===== src/logic/soc_pkg.sv =====
// Shared address map, register layout and types of the peripheral system
// Only pages 7001h and 7002h are mapped. Every other page reads zero
// Registers sit one word apart and take byte writes through sel
`default_nettype none

package soc_pkg;

	// ------------------------------------------------------------
	// Bus geometry
	localparam int ADR_W = 32;
	localparam int DAT_W = 32;
	localparam int SEL_W = DAT_W / 8;

	// Page select bits and the two mapped pages
	localparam int PAGE_HI = 31;
	localparam int PAGE_LO = 17;
	localparam int PAGE_W  = PAGE_HI - PAGE_LO + 1;
	localparam logic [PAGE_W-1:0] PAGE_TIMER = 15'h7001;
	localparam logic [PAGE_W-1:0] PAGE_GPIO  = 15'h7002;

	// Word index inside a page
	localparam int REG_IDX_HI = 3;
	localparam int REG_IDX_LO = 2;
	localparam int REG_IDX_W  = REG_IDX_HI - REG_IDX_LO + 1;

	// ------------------------------------------------------------
	// Register indices
	localparam logic [REG_IDX_W-1:0] GPIO_REG_IN   = 2'd0;
	localparam logic [REG_IDX_W-1:0] GPIO_REG_OUT  = 2'd1;
	localparam logic [REG_IDX_W-1:0] GPIO_REG_OE   = 2'd2;
	localparam logic [REG_IDX_W-1:0] GPIO_REG_MASK = 2'd3;
	localparam logic [REG_IDX_W-1:0] TMR_REG_CTRL  = 2'd0;
	localparam logic [REG_IDX_W-1:0] TMR_REG_CMP   = 2'd1;
	localparam logic [REG_IDX_W-1:0] TMR_REG_CNT   = 2'd2;

	// Timer control bits, flag is write-1-to-clear
	localparam int TMR_EN_BIT  = 0;
	localparam int TMR_AR_BIT  = 1;
	localparam int TMR_IRQ_BIT = 2;

	// Display
	localparam int SCAN_W_DEF = 16;
	localparam int NUM_DIGITS = 4;
	localparam int DIG_IDX_W  = $clog2(NUM_DIGITS);

	// GPIO output word, hex digits in the low half
	typedef struct packed {
		logic [DAT_W-4*NUM_DIGITS-1:0] spare;
		logic [NUM_DIGITS-1:0][3:0]    dig;
	} gpio_disp_t;

	typedef union packed {
		logic [DAT_W-1:0] raw;
		gpio_disp_t       disp;
	} gpio_out_u;

	// Byte lane merge of a bus write into a register
	function automatic logic [DAT_W-1:0] wb_merge(
		input logic [DAT_W-1:0] old_v,
		input logic [DAT_W-1:0] new_v,
		input logic [SEL_W-1:0] sel
	);
		logic [DAT_W-1:0] res;
		res = old_v;
		for (int b = 0; b < SEL_W; b++) begin
			if (sel[b]) begin
				res[8*b +: 8] = new_v[8*b +: 8];
			end
		end
		return res;
	endfunction

endpackage

`default_nettype wire


===== src/logic/wb_if.sv =====
// Single slave bus link between the decoder and one register block
// Plain cyc/stb/ack handshake, one request in flight, no stall
`default_nettype none

interface wb_if import soc_pkg::*; ();

	// Request side
	logic [ADR_W-1:0] adr;
	logic [DAT_W-1:0] dat_w;
	logic [SEL_W-1:0] sel;
	logic             we;
	logic             cyc;
	logic             stb;

	// Response side
	logic [DAT_W-1:0] dat_r;
	logic             ack;

	modport master (
		output adr, dat_w, sel, we, cyc, stb,
		input  dat_r, ack
	);

	modport slave (
		input  adr, dat_w, sel, we, cyc, stb,
		output dat_r, ack
	);

endinterface

`default_nettype wire


===== src/logic/board_top.sv =====
// Board level peripheral system behind one external bus slave port
// sw_i[1] high gives GPIO the LEDs and buttons, low shows bus debug
// Only sw_i[1] is used, the other switches are spare
// GPIO output enables are not wired to any pin
`default_nettype none

module board_top import soc_pkg::*; #(
	parameter int SCAN_W = SCAN_W_DEF
) (
	input  wire                   clk_i,
	input  wire                   rst_n_i,
	// External bus master port
	input  wire [ADR_W-1:0]       wb_adr_i,
	input  wire [DAT_W-1:0]       wb_dat_i,
	output logic [DAT_W-1:0]      wb_dat_o,
	input  wire [SEL_W-1:0]       wb_sel_i,
	input  wire                   wb_we_i,
	input  wire                   wb_cyc_i,
	input  wire                   wb_stb_i,
	output logic                  wb_ack_o,
	// Board I/O
	input  wire [3:0]             btn_i,
	input  wire [7:0]             sw_i,
	output logic [7:0]            led_o,
	output logic [6:0]            seg_o,
	output logic [NUM_DIGITS-1:0] an_o,
	output logic [1:0]            intr_o
);

	wb_if gpio_bus ();
	wb_if tmr_bus ();

	logic [DAT_W-1:0] gpio_in;
	gpio_out_u        gpio_out;
	logic             gpio_irq;
	logic             tmr_irq;

	// ------------------------------------------------------------
	// Bus fabric and register blocks
	wb_decoder decoder_inst (
		.clk_i    (clk_i),
		.rst_n_i  (rst_n_i),
		.wb_adr_i (wb_adr_i),
		.wb_dat_i (wb_dat_i),
		.wb_sel_i (wb_sel_i),
		.wb_we_i  (wb_we_i),
		.wb_cyc_i (wb_cyc_i),
		.wb_stb_i (wb_stb_i),
		.wb_dat_o (wb_dat_o),
		.wb_ack_o (wb_ack_o),
		.gpio_bus (gpio_bus.master),
		.tmr_bus  (tmr_bus.master)
	);

	gpio_regs gpio_inst (
		.clk_i      (clk_i),
		.rst_n_i    (rst_n_i),
		.bus        (gpio_bus.slave),
		.gpio_in_i  (gpio_in),
		.gpio_out_o (gpio_out),
		.gpio_oe_o  (),
		.irq_o      (gpio_irq)
	);

	timer_regs timer_inst (
		.clk_i   (clk_i),
		.rst_n_i (rst_n_i),
		.bus     (tmr_bus.slave),
		.irq_o   (tmr_irq)
	);

	sevenseg_scan #(
		.SCAN_W (SCAN_W)
	) sevenseg_inst (
		.clk_i    (clk_i),
		.rst_n_i  (rst_n_i),
		.digits_i (gpio_out),
		.seg_o    (seg_o),
		.an_o     (an_o)
	);

	// ------------------------------------------------------------
	// Buttons on GPIO bits 11..8 only in GPIO mode
	assign gpio_in = {{(DAT_W-12){1'b0}}, (sw_i[1] ? btn_i : 4'b0000), 8'b0};

	// Interrupt vector, timer on bit 0
	assign intr_o = {gpio_irq, tmr_irq};

	// LEDs follow GPIO or show bus activity
	assign led_o = sw_i[1] ? gpio_out.raw[7:0]
		: {2'b00, intr_o, wb_cyc_i, wb_stb_i, wb_we_i, wb_ack_o};

endmodule

`default_nettype wire


===== src/logic/gpio_regs.sv =====
// GPIO register block with in, out, oe and interrupt mask
// Inputs are sampled once per clock, no debouncing or synchronizer chain
// irq_o is level sensitive on the sampled inputs
`default_nettype none

module gpio_regs import soc_pkg::*; (
	input  wire              clk_i,
	input  wire              rst_n_i,
	wb_if.slave              bus,
	input  wire [DAT_W-1:0]  gpio_in_i,
	output gpio_out_u        gpio_out_o,
	output logic [DAT_W-1:0] gpio_oe_o,
	output logic             irq_o
);

	logic [REG_IDX_W-1:0] idx;
	logic                 req;
	logic                 wr;
	logic                 ack_q;
	logic [DAT_W-1:0]     rd_d;
	logic [DAT_W-1:0]     rd_q;
	logic [DAT_W-1:0]     in_q;
	gpio_out_u            out_q;
	logic [DAT_W-1:0]     oe_q;
	logic [DAT_W-1:0]     mask_q;

	// Taken only while our own ack is low
	assign idx = bus.adr[REG_IDX_HI:REG_IDX_LO];
	assign req = bus.cyc && bus.stb && !ack_q;
	assign wr  = req && bus.we;

	// ------------------------------------------------------------
	// Read mux
	always_comb begin
		case (idx)
			GPIO_REG_IN:   rd_d = in_q;
			GPIO_REG_OUT:  rd_d = out_q.raw;
			GPIO_REG_OE:   rd_d = oe_q;
			GPIO_REG_MASK: rd_d = mask_q;
			default:       rd_d = '0;
		endcase
	end

	// Control and register state
	always_ff @(posedge clk_i) begin
		if (!rst_n_i) begin
			ack_q     <= 1'b0;
			in_q      <= '0;
			out_q.raw <= '0;
			oe_q      <= '0;
			mask_q    <= '0;
		end else begin
			ack_q <= req;
			in_q  <= gpio_in_i;
			if (wr) begin
				case (idx)
					GPIO_REG_OUT:  out_q.raw <= wb_merge(out_q.raw, bus.dat_w, bus.sel);
					GPIO_REG_OE:   oe_q <= wb_merge(oe_q, bus.dat_w, bus.sel);
					GPIO_REG_MASK: mask_q <= wb_merge(mask_q, bus.dat_w, bus.sel);
					// In register is read only
					default: ;
				endcase
			end
		end
	end

	// Read data latched at the sampling edge
	always_ff @(posedge clk_i) begin
		if (req) begin
			rd_q <= rd_d;
		end
	end

	// ------------------------------------------------------------
	// Outputs
	assign bus.ack    = ack_q;
	assign bus.dat_r  = rd_q;
	assign gpio_out_o = out_q;
	assign gpio_oe_o  = oe_q;
	assign irq_o      = |(in_q & mask_q);

endmodule

`default_nettype wire


===== src/logic/sevenseg_scan.sv =====
// Four digit multiplexed hex display, anodes and segments active low
// Outputs refresh only at scan steps, so a new digit value
// shows up at the next step of that digit
`default_nettype none

module sevenseg_scan import soc_pkg::*; #(
	parameter int SCAN_W = SCAN_W_DEF
) (
	input  wire                   clk_i,
	input  wire                   rst_n_i,
	input  wire gpio_out_u        digits_i,
	output logic [6:0]            seg_o,
	output logic [NUM_DIGITS-1:0] an_o
);

	logic [SCAN_W-1:0]    pre_q;
	logic [DIG_IDX_W-1:0] idx_q;
	logic [DIG_IDX_W-1:0] idx_nxt;
	logic                 step;

	// Segment pattern g..a, low means lit
	function automatic logic [6:0] hex_font(input logic [3:0] nib);
		case (nib)
			4'h0: hex_font = 7'h40;
			4'h1: hex_font = 7'h79;
			4'h2: hex_font = 7'h24;
			4'h3: hex_font = 7'h30;
			4'h4: hex_font = 7'h19;
			4'h5: hex_font = 7'h12;
			4'h6: hex_font = 7'h02;
			4'h7: hex_font = 7'h78;
			4'h8: hex_font = 7'h00;
			4'h9: hex_font = 7'h10;
			4'ha: hex_font = 7'h08;
			4'hb: hex_font = 7'h03;
			4'hc: hex_font = 7'h46;
			4'hd: hex_font = 7'h21;
			4'he: hex_font = 7'h06;
			default: hex_font = 7'h0e;
		endcase
	endfunction

	// ------------------------------------------------------------
	// Prescaler wrap moves to the next digit
	assign step    = &pre_q;
	assign idx_nxt = idx_q + 1'b1;

	always_ff @(posedge clk_i) begin
		if (!rst_n_i) begin
			pre_q <= '0;
			idx_q <= '0;
			an_o  <= {{(NUM_DIGITS-1){1'b1}}, 1'b0};
			seg_o <= hex_font(4'h0);
		end else begin
			pre_q <= pre_q + 1'b1;
			if (step) begin
				idx_q <= idx_nxt;
				// One anode low, digit 0 on bit 0
				an_o  <= ~(NUM_DIGITS'(1) << idx_nxt);
				seg_o <= hex_font(digits_i.disp.dig[idx_nxt]);
			end
		end
	end

endmodule

`default_nettype wire


===== src/logic/timer_regs.sv =====
// One channel compare timer with sticky interrupt flag
// Counter runs at the bus clock, no prescaler
// A compare hit wins over a flag clear in the same cycle
`default_nettype none

module timer_regs import soc_pkg::*; (
	input  wire  clk_i,
	input  wire  rst_n_i,
	wb_if.slave  bus,
	output logic irq_o
);

	logic [REG_IDX_W-1:0] idx;
	logic                 req;
	logic                 wr;
	logic                 ack_q;
	logic                 hit;
	logic                 irq_clr;
	logic                 en_q;
	logic                 ar_q;
	logic                 irq_q;
	logic [DAT_W-1:0]     cnt_q;
	logic [DAT_W-1:0]     cmp_q;
	logic [DAT_W-1:0]     ctrl_w;
	logic [DAT_W-1:0]     ctrl_new;
	logic [DAT_W-1:0]     rd_d;
	logic [DAT_W-1:0]     rd_q;

	assign idx = bus.adr[REG_IDX_HI:REG_IDX_LO];
	assign req = bus.cyc && bus.stb && !ack_q;
	assign wr  = req && bus.we;

	// Counter reached compare while running
	assign hit = en_q && (cnt_q == cmp_q);

	// Write 1 to the flag bit clears it
	assign irq_clr = wr && (idx == TMR_REG_CTRL) && bus.sel[TMR_IRQ_BIT/8]
		&& bus.dat_w[TMR_IRQ_BIT];

	// ------------------------------------------------------------
	// Control word as seen on the bus
	always_comb begin
		ctrl_w = '0;
		ctrl_w[TMR_EN_BIT]  = en_q;
		ctrl_w[TMR_AR_BIT]  = ar_q;
		ctrl_w[TMR_IRQ_BIT] = irq_q;
	end

	assign ctrl_new = wb_merge(ctrl_w, bus.dat_w, bus.sel);

	always_comb begin
		case (idx)
			TMR_REG_CTRL: rd_d = ctrl_w;
			TMR_REG_CMP:  rd_d = cmp_q;
			TMR_REG_CNT:  rd_d = cnt_q;
			default:      rd_d = '0;
		endcase
	end

	// ------------------------------------------------------------
	// Count, compare and bus writes
	always_ff @(posedge clk_i) begin
		if (!rst_n_i) begin
			ack_q <= 1'b0;
			en_q  <= 1'b0;
			ar_q  <= 1'b0;
			irq_q <= 1'b0;
			cnt_q <= '0;
			cmp_q <= '0;
		end else begin
			ack_q <= req;
			irq_q <= hit || (irq_q && !irq_clr);
			if (hit) begin
				// Restart or stop at the compare value
				if (ar_q) begin
					cnt_q <= '0;
				end else begin
					en_q <= 1'b0;
				end
			end else if (en_q) begin
				cnt_q <= cnt_q + 1'b1;
			end
			// Bus writes override the counting above
			if (wr) begin
				case (idx)
					TMR_REG_CTRL: begin
						en_q <= ctrl_new[TMR_EN_BIT];
						ar_q <= ctrl_new[TMR_AR_BIT];
					end
					TMR_REG_CMP: cmp_q <= wb_merge(cmp_q, bus.dat_w, bus.sel);
					TMR_REG_CNT: cnt_q <= wb_merge(cnt_q, bus.dat_w, bus.sel);
					default: ;
				endcase
			end
		end
	end

	always_ff @(posedge clk_i) begin
		if (req) begin
			rd_q <= rd_d;
		end
	end

	assign bus.ack   = ack_q;
	assign bus.dat_r = rd_q;
	assign irq_o     = irq_q;

endmodule

`default_nettype wire


===== src/logic/wb_decoder.sv =====
// Page decoder for the two register blocks
// Unmapped pages get an ack after one cycle and read as zero
// Address must stay stable until ack, as the bus rule requires
`default_nettype none

module wb_decoder import soc_pkg::*; (
	input  wire              clk_i,
	input  wire              rst_n_i,
	input  wire [ADR_W-1:0]  wb_adr_i,
	input  wire [DAT_W-1:0]  wb_dat_i,
	input  wire [SEL_W-1:0]  wb_sel_i,
	input  wire              wb_we_i,
	input  wire              wb_cyc_i,
	input  wire              wb_stb_i,
	output logic [DAT_W-1:0] wb_dat_o,
	output logic             wb_ack_o,
	wb_if.master             gpio_bus,
	wb_if.master             tmr_bus
);

	logic [PAGE_W-1:0] page;
	logic              hit_gpio;
	logic              hit_tmr;
	logic              unm_ack_q;

	// ------------------------------------------------------------
	// Page match
	assign page     = wb_adr_i[PAGE_HI:PAGE_LO];
	assign hit_gpio = (page == PAGE_GPIO);
	assign hit_tmr  = (page == PAGE_TIMER);

	// Shared request fields go to both slaves
	assign gpio_bus.adr   = wb_adr_i;
	assign gpio_bus.dat_w = wb_dat_i;
	assign gpio_bus.sel   = wb_sel_i;
	assign gpio_bus.we    = wb_we_i;
	assign gpio_bus.cyc   = wb_cyc_i;
	assign tmr_bus.adr    = wb_adr_i;
	assign tmr_bus.dat_w  = wb_dat_i;
	assign tmr_bus.sel    = wb_sel_i;
	assign tmr_bus.we     = wb_we_i;
	assign tmr_bus.cyc    = wb_cyc_i;

	// Strobe only into the matching slave
	assign gpio_bus.stb = wb_stb_i && hit_gpio;
	assign tmr_bus.stb  = wb_stb_i && hit_tmr;

	// Own ack for unmapped pages, same latency as the slaves
	always_ff @(posedge clk_i) begin
		if (!rst_n_i) begin
			unm_ack_q <= 1'b0;
		end else begin
			unm_ack_q <= wb_cyc_i && wb_stb_i && !hit_gpio && !hit_tmr && !unm_ack_q;
		end
	end

	// ------------------------------------------------------------
	// Response mux, at most one ack is high at a time
	assign wb_ack_o = gpio_bus.ack || tmr_bus.ack || unm_ack_q;

	always_comb begin
		if (gpio_bus.ack) begin
			wb_dat_o = gpio_bus.dat_r;
		end else if (tmr_bus.ack) begin
			wb_dat_o = tmr_bus.dat_r;
		end else begin
			wb_dat_o = '0;
		end
	end

endmodule

`default_nettype wire


===== config.mk =====
export PLATFORM = sky130hd
export DESIGN_NAME = board_top
export DESIGN_NICKNAME = d
export VERILOG_FILES = /design/src/logic/soc_pkg.sv /design/src/logic/wb_if.sv /design/src/logic/board_top.sv /design/src/logic/gpio_regs.sv /design/src/logic/sevenseg_scan.sv /design/src/logic/timer_regs.sv /design/src/logic/wb_decoder.sv
export SDC_FILE = /design/constraint.sdc
export NUM_CORES = 1
export LEC_CHECK = 0
export BUFFER_PORTS_ARGS = -buffer_cell sky130_fd_sc_hd__buf_2
export CAP_MARGIN = 20
export CORE_ASPECT_RATIO = 1.5
export CORE_MARGIN = 5
export CORE_UTILIZATION = 53
export DETAILED_ROUTE_END_ITERATION = 16
export GPL_TIMING_DRIVEN = 0
export HOLD_SLACK_MARGIN = 0.03
export PLACE_DENSITY = 0.77
export SYNTH_ARGS = -nofsm -noshare
export SYNTH_HDL_FRONTEND = slang
export SYNTH_SLANG_ARGS = --single-unit

===== constraint.sdc =====
create_clock -name clk_i -period 4.4 [get_ports clk_i]
set_input_delay 0.88 -clock clk_i [delete_from_list [all_inputs] [get_ports clk_i]]
set_output_delay 0.88 -clock clk_i [all_outputs]
set_load 0.005 [all_outputs]

Word-level counts from Yosys, hierarchy flattened:

Memory sizes are Yosys's and may differ from the RTL's. A register that Yosys moved wholly into a read port is not among the register bits.
Index checks and enable logic that the tools add are counted.

* equality and inequality tests: 11
* muxes and demuxes: 21
* reductions and logical operators: 48
* shifts and indexed selects: 1
* add/subtract/negate cells: 3
* order comparisons: 1
* bitwise gates (word level): 2

Operators by type and width (number)
* 32-bit 2-to-1 mux: 7
* 32-bit one-hot mux with 4 select lines: 1
* 32-bit one-hot mux with 3 select lines: 1
* 3-bit AND reduction: 17
* 8-bit 2-to-1 mux: 5
* 32-bit by 1-bit adder with 32-bit output (second input constant): 1
* 32-bit AND: 1
* 32-bit == test: 1
* 32-bit OR reduction: 1
* 15-bit == test (second input constant): 2
* 1-bit logical AND: 17
* 16-bit by 1-bit adder with 16-bit output (second input constant): 1
* 16-bit AND reduction: 1
* 3-bit != test (second input constant): 5
* 4-bit binary-select mux with 2-bit select: 1
* 1-bit logical NOT: 7
* 1-bit 2-to-1 mux: 5
* 2-bit == test (second input constant): 2
* 4-bit 2-to-1 mux: 1
* 4-bit NOT: 1
* 1-bit by 2-bit << shifter with 4-bit output (first input constant): 1
* 1-bit logical OR: 3
* 2-bit by 3-bit < comparator with 1-bit output (second input constant): 1
* 2-bit by 1-bit adder with 2-bit output (second input constant): 1
* 3 further kinds: 3

* memories kept: 1
* output and inout port bits: 54
* input port bits: 85
* logic and storage cells: 121
* flip-flop bits (word level): 284
* memory bits (read-only): 112

Memories
* (no name shown): words 16, bits a word 7, rd ports 1, clocked after Yosys merged registers in 1, wr ports 0, line sevenseg_scan.sv:23 `case (nib)`

Depth between registers and ports, before layout:

Gate-level depths: netlist (run 1).

* depth in word-level cells: 11
* gate-level depth with buffers: 12
* gate-level depth less buffers: 11

By module:

From an unflattened synthesis (run 1), not the netlist that was laid out.

* cell total of the unflattened synthesis: 1543
* area total of the unflattened synthesis: 15284.7 µm²

By module, submodules not included
* gpio_regs: seq. area each 3543.4 µm², area each 6433.7 µm², cells each 527, instances 1
* timer_regs: seq. area each 2322.2 µm², area each 5447.7 µm², cells each 616, instances 1
* sevenseg_scan: seq. area each 580.6 µm², area each 1715.4 µm², cells each 186, instances 1
* wb_decoder: seq. area each 20.0 µm², area each 1530.2 µm², cells each 198, instances 1
* board_top: seq. area each 0.0 µm², area each 157.7 µm², cells each 16, instances 1

Worst setup path before layout (run 1):

OpenSTA, ideal clock, no wires.

* kind: input-to-reg
* from: input port wb_adr_i[20]
* to: register gpio_inst.rd_q[0], in the netlist gpio_inst.bus.dat_r[0] (enable)
* arrival: 3.826 ns
* library setup time: 0.461 ns
* required time: 3.939 ns
* stages on the path: 4
* setup slack: 0.113 ns
* buffers on the path: 0
* cell sequence: nor4_1 -> and4_1 -> nand2_1 -> nor3_1

* longest elaborated chain between the ends: 4

RTL lines
* start: declaration: line board_top.sv:13 `input wire [ADR_W-1:0] wb_adr_i,`
* 15-bit == test: line wb_decoder.sv:29 `assign hit_gpio = (page == PAGE_GPIO);`
* 1-bit logical AND: line wb_decoder.sv:45 `assign gpio_bus.stb = wb_stb_i && hit_gpio;`
* 1-bit logical AND (2 in a row): line gpio_regs.sv:29 `assign req = bus.cyc && bus.stb && !ack_q;`
* named net gpio_inst.req: line gpio_regs.sv:17 `logic req;`
* end signal: assignment: line gpio_regs.sv:70 `rd_q <= rd_d;`
* end: declaration: line gpio_regs.sv:21 `logic [DAT_W-1:0] rd_q;`

The timed path passes the listed nets, and every way through them passes these cells.
A chain may end at the register's enable or synchronous reset.

Worst setup path after layout (run 1):

* from: register timer_inst.cnt_q[19]
* to: register timer_inst.cnt_q[24]

* longest elaborated chain between the ends: 5
* elaborated cells on any way between the ends: 7
* those cells by class: 1 x add/sub; 1 x eq/ne; 4 x mux; 1 x reduce/logical

RTL lines
* start: declaration: line timer_regs.sv:22 `logic [DAT_W-1:0] cnt_q;`
* start signal: assignment: line timer_regs.sv:81 `cnt_q <= cnt_q + 1'b1;`
* start signal: assignment: line timer_regs.sv:91 `TMR_REG_CNT: cnt_q <= wb_merge(cnt_q, bus.dat_w, bus.sel);`
* 32-bit by 1-bit adder with 32-bit output or 32-bit == test (tied branches): line timer_regs.sv:81, timer_regs.sv:34
* 32-bit 2-to-1 mux or 1-bit logical AND (tied branches): line timer_regs.sv:80, timer_regs.sv:34
* 32-bit 2-to-1 mux *: line timer_regs.sv:73 `if (hit) begin`
* 32-bit 2-to-1 mux: line timer_regs.sv:85 `case (idx)`
* 32-bit 2-to-1 mux *: line timer_regs.sv:84 `if (wr) begin`

Mark *: on every way between the ends. The rest lies on a longest branch, timed or not.

==> flow_metrics.tcl, run 1 <==
set metrics [dict create \
    outcome "finished, final reports clean" \
    cellPowerDensity_nw_per_um2 336.4 \
    hold_path_end "decoder_inst.unm_ack_q" \
    wl_per_cell_um 22.23 \
    cts_setup_buffers 0 \
    synth.cell_area_um2 12770 \
    postRouteWirelength_um 42200 \
    placedInstanceArea_um2 13780 \
    post_cts_resize_count 0 \
    critical_path_s_slowest_cell "nor4_4" \
    final_antenna_net_count 0 \
    finish.net_count 1655 \
    timing_worst_setup_path_type "reg -> reg" \
    layout_commonest_cell "nand2_1" \
    global_route.peak_usage_layer "met2" \
    synth.top_cells.by_area "dfxtp_1 31%, edfxtp_1 15%, nand3_1 6.3%, a21oi_1 6.2%, nand2_1 6.1%" \
    fraction_of_layout_instances_using_a_drive_strength_above_1_pct 16.41 \
    tritoncts "done" \
    tns_ps 0 \
    worst-endpoint-required_ps 4790 \
    insertion_delay_ps 540 \
    crit_path_max_fanout 10 \
    mostFrequentLayoutCells "208 x nand2_1, 199 x dfxtp_1, 160 x nand3_1" \
    post-route-drc-count 0 \
    grt_start_max_net_pins 33 \
    slowest_delay_ps 490 \
    portBuffers 114 \
    floorplan.initialDensity_pct 53.80 \
    global_route.overflow_total 0 \
    global_route.usage.met2_pct 51.32 \
    cts.sinks 263 \
    ys_ff_latch 263 \
    number_of_cells_on_the_worst_reg_to_reg_path 8 \
    post-route-worst-setup-slack_ps 1235 \
    cts_root_buffer "clkbuf_16" \
    pre_cts_slack_ps 906.8 \
    ys_warns 0 \
    regToRegStartpoint "timer_inst.cnt_q[19]" \
    die_h_um 200.1 \
    regToRegEndpoint "timer_inst.cnt_q[24]" \
    die-area_um2 27370 \
    i_o_pin_count 139 \
    vdd.ir_drop.worst_mv 0.2863 \
    clkTransAtPathRegs_ps 70 \
    syn_inst 1414 \
    ratio_of_final_minimum_period_to_clock_period_pct 71.93 \
    drv_cap 0 \
    syn-num-nets 1511 \
    antenna_found_initial 1 \
    number_of_distinct_library_cell_variants_in_the_gate_level_netlist_after_synthesis 61 \
    critical_path_end_type "register" \
    ys_seq_area_share_pct 46.24 \
    flow.area_growth_from_synthesis_pct 14.45 \
    dominantRegCellSynth "dfxtp_1" \
    fin_hold_ws_ps 429.9 \
    vias 11700 \
    path_buf_inv 2 \
    detailedRoute.firstIterationViolations 1240 \
    n_fill_cell 2050 \
    timing.critical_path.max_delay_family "simple AND/OR/NAND/NOR gates" \
    routabilityCongestion 1.020 \
    worst_pin_slew_ps 980.4 \
    layout_min_cycle_time_ps 3165 \
    ctsHoldBuffers 0 \
    placement_rows 69 \
    first_pass_grt_wire_length_um 64380 \
    proportion_of_register_bits_with_asynchronous_set_or_reset_after_synthesis_pct 0 \
    maxSlewHeadroom_pct 34.29 \
    core_area_um2 23740 \
    arrival_ps 3550 \
    first_global_vias 11430 \
    min_delay_path_depth 1 \
    leakage_power_nw 5.125 \
    cts_max_level 1 \
    design_area_um2 14620 \
    post-synth-top-area-fraction_pct 31.19 \
    worst_hold_startpoint "decoder_inst.unm_ack_q" \
    dp.final_hpwl_um 32130 \
    grtUsageMet3_pct 3.916 \
    post_synth.cell_area_avg_um2 9.033 \
    synth_top_area_cell "dfxtp_1" \
    non_filler_instance_count_after_layout 1898 \
    hold_violation_total_from_the_final_report 0 \
    holdCritPathClass "reg -> reg" \
    cts.path.max_buffers 3 \
    grt.met1_usage_pct 36.54 \
    clock.fmax_mhz 315.9 \
    placedCellCount 1849 \
    setup_repair_after_global_routing_missed_its_margin "no" \
    groute.usage.overall_pct 30.22 \
    vias_per_cell 6.165 \
    setup_skew_after_layout_ps 26.68 \
    chipWidth_um 136.8 \
    crit_chain "xnor2_1 > nand4_1 > nor4_4 > nand3_1 > buf_2 > clkbuf_1 > a22oi_1 > a21oi_1" \
    cts_inserted_buffers 26 \
    r2r_setup_slack_ps 1230 \
    setup_viol 0 \
    final_max_slew_viols 0 \
    detailedRoute.firstPassIterationCount 8 \
    post_synth_edffs 64 \
    worstSetupStartpointType "register" \
]
[registers in the layout, indices dropped and copies added, names as in the netlist, 4 cells and up]
register and flops:
gpio_inst.gpio_oe_o 32, timer_inst.cmp_q 32, gpio_inst.in_q 4, timer_inst.bus.dat_r 32, timer_inst.cnt_q 32, sevenseg_inst.seg_o 7
sevenseg_inst.an_o 4, gpio_inst.gpio_out_o 32, sevenseg_inst.pre_q 16, gpio_inst.mask_q 32, gpio_inst.bus.dat_r 32
[synthesized netlist by cell type (10+ instances only)]
cell type	n
a31oi_1	15
mux2_2	44
nand3_1	160
nand2_1	208
nor2_1	45
mux2i_1	13
xnor2_1	42
a21oi_1	158
nor3_1	10
buf_2	31
and2_1	12
clkbuf_1	77
xor2_1	13
nand4_1	22
o21ai_0	34
a211oi_1	14
ha_1	12
or3_1	12
and3_1	10
inv_1	17
a22o_1	88
dfxtp_1	199
edfxtp_1	64
[routing by layer]
layer	vias to the layer above	wire length, um	share of wire, %
met5	-	13	0.031
met4	2	2519	6.0
met3	146	3326	7.9
met2	596	20880	49
met1	5544	15460	37
li1	5413	-	-
[report_power, final]
| part | total (mW) | switching (mW) | internal, mW |
|---|---|---|---|
| sequential | 2.47 | 0.00341 | 2.47 |
| clock | 2.22 | 0.958 | 1.26 |
| combinational | 0.228 | 0.170 | 0.0580 |
[worst reg2reg max path: stages (launching register included)]
cell and delay (ps):
dfxtp_1 350, xnor2_1 450, nand4_1 280, nor4_4 490, nand3_1 420, buf_2 350, clkbuf_1 340, a22oi_1 260
a21oi_1 90
[cell families (layout without fill, tap and decap cells)]
logic type / Yosys count / count (layout) / synth area share, %
and+or+nand+nor: 527 / 527 / 20.09
AOI/OAI and AO/OA: 355 / 355 / 17.85
DFF: 263 / 263 / 46.24
buffers and inverters: 137 / 301 / 4.565
muxes: 65 / 65 / 6.309
xor gates and xnor gates: 55 / 55 / 3.772
adders and majority gates: 12 / 12 / 1.176
other: 0 / 1 / 0
[metrics by stage]
stage / utilization (%) / power [mW]
3_5_place_dp: 58.03 / 2.742
5_1_grt: 61.56 / 5.033
3_3_place_gp: 57.88 / 2.740
4_1_cts: 61.56 / 4.915
2_1_floorplan: - / 2.623
6_report: 61.57 / 4.917
[layout make-up]
class	instances	area (um^2)	area share [%]
diodes	1	2.502	0.01712
clock buffers	35	715.7	4.896
flip-flops and latches	263	5906	40.40
multi-input cells	1014	6296	43.07
repair buffers	116	593.1	4.057
well taps	319	399.1	2.730
plain buffers	120	519.2	3.552
inverters	17	63.81	0.4365
clock inverters	13	122.6	0.8388
[worst max-delay path by stage]
stage	from	endpoint	slack (ps)	depth (start not counted)
2_1_floorplan	wb_adr_i[20]	gpio_inst.bus.dat_r[0]	110	4
3_3_place_gp	wb_adr_i[20]	gpio_inst.bus.dat_r[1]	-1380	5
3_5_place_dp	wb_adr_i[20]	gpio_inst.bus.dat_r[1]	910	6
4_1_cts	gpio_inst.bus.ack	wb_dat_o[24]	1220	5
5_1_grt	gpio_inst.bus.ack	wb_dat_o[14]	1110	5
6_report	timer_inst.cnt_q[19]	timer_inst.cnt_q[24]	1230	8
No activity file was read; power rests on OpenSTA's default activity.
==> run 2: changes to the inputs <==
clock period = 2.6 ns   (was 4.4 ns; I/O delays follow)
==> run 2 against run 1 <==
Against the previous run: the flow now finishes with violations (setup timing); total power grew 69%; global-route usage rose by 0.10 points; wire length shrank 0.12%; clock-buffer cell count is 3 higher; via count down 0.40%; clock power up 69%; sequential share of layout area decreased by 0.47 points; critical path type unchanged; critical endpoint is now timer_inst.cnt_q[28].
==> flow_metrics.tcl, run 2 (synthesis results as in run 1) <==
set metrics [dict create \
    global_route.overflow_total 0 \
    cts_max_level 1 \
    fraction_of_layout_instances_using_a_drive_strength_above_1_pct 18.91 \
    vdd.ir_drop.worst_mv 0.5406 \
    routabilityCongestion 1.024 \
    floorplan.initialDensity_pct 53.80 \
    core_area_um2 23740 \
    clkPwrFrac_pct 45.1 \
    die-area_um2 27370 \
    clock.fmax_mhz 381.1 \
    pre_cts_slack_ps -673.2 \
    first_pass_grt_wire_length_um 64680 \
    dp.final_hpwl_um 31980 \
    post-route-drc-count 0 \
    setup_repair_after_global_routing_missed_its_margin "yes" \
    crit_path_max_fanout 10 \
    power_switching_mw 1.915 \
    final_max_slew_viols 0 \
    finish.net_count 1658 \
    proportion_of_power_drawn_by_combinational_gates_pct 4.7 \
    outcome "finished with violations" \
    fin_hold_ws_ps 252.0 \
    layout_commonest_cell "nand2_1" \
    cellPowerDensity_nw_per_um2 561.6 \
    grt_start_max_net_pins 33 \
    global_route.peak_usage_layer "met2" \
    detailedRoute.firstIterationViolations 1070 \
    leakage_power_nw 5.220 \
    worstSetupStartpointType "register" \
    antenna_found_initial 0 \
    vias_per_cell 6.130 \
    grtUsageMet3_pct 3.213 \
    holdCritPathClass "in -> reg" \
    violated_checks "setup timing" \
    placement_rows 69 \
    maxSlewHeadroom_pct 37.89 \
    seqPwrFrac_pct 50.2 \
    flow.area_growth_from_synthesis_pct 15.93 \
    i_o_pin_count 139 \
    die_h_um 200.1 \
    placedInstanceArea_um2 13790 \
    final_core_util_pct 62.37 \
    setup_viol 3 \
    insertion_delay_ps 530 \
    ratio_of_final_minimum_period_to_clock_period_pct 100.9 \
    setup_skew_after_layout_ps 20.77 \
    first_global_vias 11500 \
    post-route-worst-setup-slack_ps -24.07 \
    critical_path_end_type "register" \
    placedCellCount 1848 \
    internal-power_mw 6.400 \
    worst-endpoint-required_ps 2980 \
    cts_inserted_buffers 26 \
    design_area_um2 14810 \
    global_route.usage.met2_pct 50.90 \
    ctsHoldBuffers 0 \
    wl_per_cell_um 22.17 \
    non_filler_instance_count_after_layout 1901 \
    netSwitchingFraction_pct 23.03 \
    drv_cap 0 \
    clkTransAtPathRegs_ps 70 \
    groute.usage.overall_pct 30.32 \
    worst_pin_slew_ps 929.5 \
    timing_worst_setup_path_type "reg -> reg" \
    postRouteWirelength_um 42150 \
    vias 11650 \
    layout_min_cycle_time_ps 2624 \
    mostFrequentLayoutCells "208 x nand2_1, 196 x dfxtp_1, 159 x nand3_1" \
    final_antenna_net_count 0 \
    hold_violation_total_from_the_final_report 0 \
    n_fill_cell 2071 \
    cts.path.max_buffers 3 \
    portBuffers 114 \
    cts_root_buffer "clkbuf_16" \
    chipWidth_um 136.8 \
    tritoncts "done" \
    arrival_ps 3000 \
    cts.sinks 263 \
    grt.met1_usage_pct 37.94 \
    detailedRoute.firstPassIterationCount 5 \
]
[run 2: critical path, stage by stage (launching register included)]
cell	delay (ps)
dfxtp_1	300
buf_4	170
xnor2_2	290
nand4_1	300
nor4_4	200
buf_4	180
nand3_2	210
buf_4	290
nor2b_1	220
a32oi_1	200
a21oi_1	80
[run 2: cell type report]
| class | instances | area, um^2 | area share [%] |
|---|---|---|---|
| well taps | 319 | 399.1 | 2.696 |
| flip-flops and latches | 263 | 5912 | 39.93 |
| repair buffers | 122 | 663.1 | 4.479 |
| clock inverters | 10 | 61.31 | 0.4141 |
| inverters | 17 | 63.81 | 0.4310 |
| clock buffers | 38 | 794.5 | 5.366 |
| plain buffers | 117 | 526.8 | 3.558 |
| multi-input cells | 1014 | 6384 | 43.11 |
| diodes | 1 | 2.502 | 0.01690 |
[run 2: metal layers]
metal | vias to the layer above | routed length, um | share of wire (%)
met5 | - | 0 | 0
met4 | 0 | 2486 | 5.9
met3 | 133 | 3183 | 7.6
met2 | 568 | 20640 | 49
met1 | 5523 | 15840 | 38
li1 | 5430 | - | -
[run 2: what timing repair did]
action,4_1_cts,5_1_grt
pin swaps,2,2
setup endpoints to repair,71,44
resized for setup,17,22
buffers inserted,4,3
[run 2: per-stage QoR]
step           TNS [ps]  power (mW)
6_report         -51.38       8.315
5_1_grt          -190.1       8.536
4_1_cts          -26.70       8.308
3_5_place_dp     -73240       4.642
3_3_place_gp     -77650       4.639
2_1_floorplan         0       4.439
[run 2: worst paths after layout]
| path | start | to | slack, ps | cells past startpoint |
|---|---|---|---|---|
| setup reg to reg | timer_inst.cnt_q[4] | timer_inst.cnt_q[28] | -20 | 10 |
| hold / removal | btn_i[0] | gpio_inst.in_q[8] | 250 | 2 |
| hold reg to reg | decoder_inst.unm_ack_q | decoder_inst.unm_ack_q | 430 | 1 |
| setup / recovery | timer_inst.cnt_q[4] | timer_inst.cnt_q[28] | -20 | 10 |
[run 2: power by group through the flow]
stage	registers [mW]	clock network, mW	logic (mW)
final	4.18	3.75	0.387
after global routing	4.17	3.96	0.404
after CTS	4.18	3.76	0.375
after detailed placement	4.27	0	0.374
after global placement	4.27	0	0.371
after floorplan	4.27	0	0.173
==> run 3: changes to the inputs <==
PLACE_DENSITY = default   (was 0.77)
PLACE_DENSITY_LB_ADDON = 0.25   (was default)
==> run 3 against run 2 <==
Against the previous run: largest cell class unchanged; global-route usage is 0.64 points higher; first-iteration DRC count is 1.2% higher; utilization is 0.72 points higher; the flow still finishes with violations (setup timing); total power is 6.0% higher; clock power is 13% higher; worst setup slack better by 10 ps; wire length is 2.3% higher.
==> flow_metrics.tcl, run 3 (synthesis results as in run 1) <==
set metrics [dict create \
    i_o_pin_count 139 \
    setup_viol 1 \
    post-route-drc-count 0 \
    violated_checks "setup timing" \
    vias_per_cell 6.118 \
    cts_max_level 1 \
    worst_pin_slew_ps 1038 \
    pre_cts_slack_ps -705.5 \
    arrival_ps 3030 \
    tns_ps -14.02 \
    path_common_cell "buf_2" \
    critical_path_end_type "register" \
    antennaDiodeCount 0 \
    cts_root_buffer "clkbuf_16" \
    hold_violation_total_from_the_final_report 0 \
    first_pass_grt_wire_length_um 65410 \
    global_route.overflow_total 0 \
    n_fill_cell 2058 \
    finish.net_count 1663 \
    cts.sinks 263 \
    worstSetupStartpointType "register" \
    portBuffers 114 \
    maxSlewHeadroom_pct 30.77 \
    chipWidth_um 136.8 \
    first_global_vias 11490 \
    die_h_um 200.1 \
    non_filler_instance_count_after_layout 1905 \
    routabilityCongestion 0.9964 \
    detailedRoute.firstIterationViolations 1083 \
    setup_skew_after_layout_ps 10.56 \
    tritoncts "done" \
    placement_rows 69 \
    final_antenna_net_count 0 \
    placedInstanceArea_um2 13790 \
    insertion_delay_ps 540 \
    detailedRoute.firstPassIterationCount 6 \
    timing_worst_setup_path_type "reg -> reg" \
    setup_repair_after_global_routing_missed_its_margin "no" \
    timing.critical_path.max_delay_family "buffers and inverters" \
    critical_path_s_slowest_cell "xnor2_1" \
    dp.final_hpwl_um 32340 \
    power.total_mw 8.816 \
    grt_start_max_net_pins 33 \
    ratio_of_final_minimum_period_to_clock_period_pct 100.5 \
    post-route-worst-setup-slack_ps -14.02 \
    holdCritPathClass "in -> reg" \
    final_max_slew_viols 0 \
    vias 11650 \
    clock.fmax_mhz 382.6 \
    placedCellCount 1848 \
    slowest_delay_ps 300 \
    fraction_of_layout_instances_using_a_drive_strength_above_1_pct 19.36 \
    outcome "finished with violations" \
    layout_commonest_cell "nand2_1" \
    cts_inserted_buffers 26 \
    cellPowerDensity_nw_per_um2 588.6 \
    leakage_power_nw 5.318 \
    drv_cap 0 \
    antenna_found_initial 1 \
    path_buf_inv 4 \
    postRouteWirelength_um 43110 \
    ctsHoldBuffers 0 \
    flow.area_growth_from_synthesis_pct 17.27 \
    layout_min_cycle_time_ps 2614 \
    floorplan.initialDensity_pct 53.80 \
    clkTransAtPathRegs_ps 70 \
    crit_chain "buf_2 > xnor2_1 > nand4_1 > nor4_4 > buf_4 > nand3_4 > buf_2 > clkbuf_2 > a22oi_1 > a21oi_1" \
    wl_per_cell_um 22.63 \
    mostFrequentLayoutCells "207 x nand2_1, 195 x dfxtp_1, 159 x nand3_1" \
    final_core_util_pct 63.09 \
    core_area_um2 23740 \
    die-area_um2 27370 \
    cts.path.max_buffers 3 \
    groute.usage.overall_pct 30.96 \
    worst-endpoint-required_ps 3020 \
    crit_path_max_fanout 10 \
    design_area_um2 14980 \
    fin_hold_ws_ps 235.9 \
    vdd.ir_drop.worst_mv 0.5597 \
]
[run 3: cell types whose count changed in the layout (fill, tap and decap cells not counted), moves of 2 or more]
cell	delta
buf_4	+3
buf_6	+2
bufinv_16	+6
clkbuf_16	-2
clkinv_4	-2
dfxtp_2	+2
ha_2	-2
[run 3: worst paths after layout]
check / start / end / slack [ps] / depth (start not counted)
setup / recovery: timer_inst.cnt_q[22] / timer_inst.cnt_q[24] / -10 / 10
hold / removal: btn_i[1] / gpio_inst.in_q[9] / 240 / 2
setup reg to reg: timer_inst.cnt_q[22] / timer_inst.cnt_q[24] / -10 / 10
hold reg to reg: decoder_inst.unm_ack_q / decoder_inst.unm_ack_q / 440 / 1
[run 3: what timing repair did]
action                                  in CTS  in global routing
pin swaps                                    4                  4
gates resized for setup                     24                 18
endpoints found under the setup margin      68                 33
setup buffers                                4                  8
cloned                                       0                  0
[run 3: layout make-up]
type,instances,area [um^2],area share (%)
buffer,117,530.5,3.542
clock buffer,34,742.0,4.954
clock inverter,14,221.5,1.479
inverter,17,63.81,0.4260
multi-input combinational,1014,6422,42.88
sequential,263,5911,39.46
tap,319,399.1,2.665
timing repair buffer,127,688.2,4.594
[run 3: power by group]
group,leakage (nW),internal (mW),switching [mW]
registers,2.09,4.17,0.00572
logic,2.75,0.0980,0.291
clock network,0.475,2.60,1.65
total,5.32,6.87,1.95
[run 3: routing by layer]
| layer | up-vias | part of all wire [%] | global-route usage [%] |
|---|---|---|---|
| met5 | - | 0 | 0 |
| met4 | 0 | 5.9 | 16.71 |
| met3 | 133 | 7.5 | 3.941 |
| met2 | 563 | 49 | 52.34 |
| met1 | 5530 | 37 | 37.87 |
| li1 | 5428 | - | - |
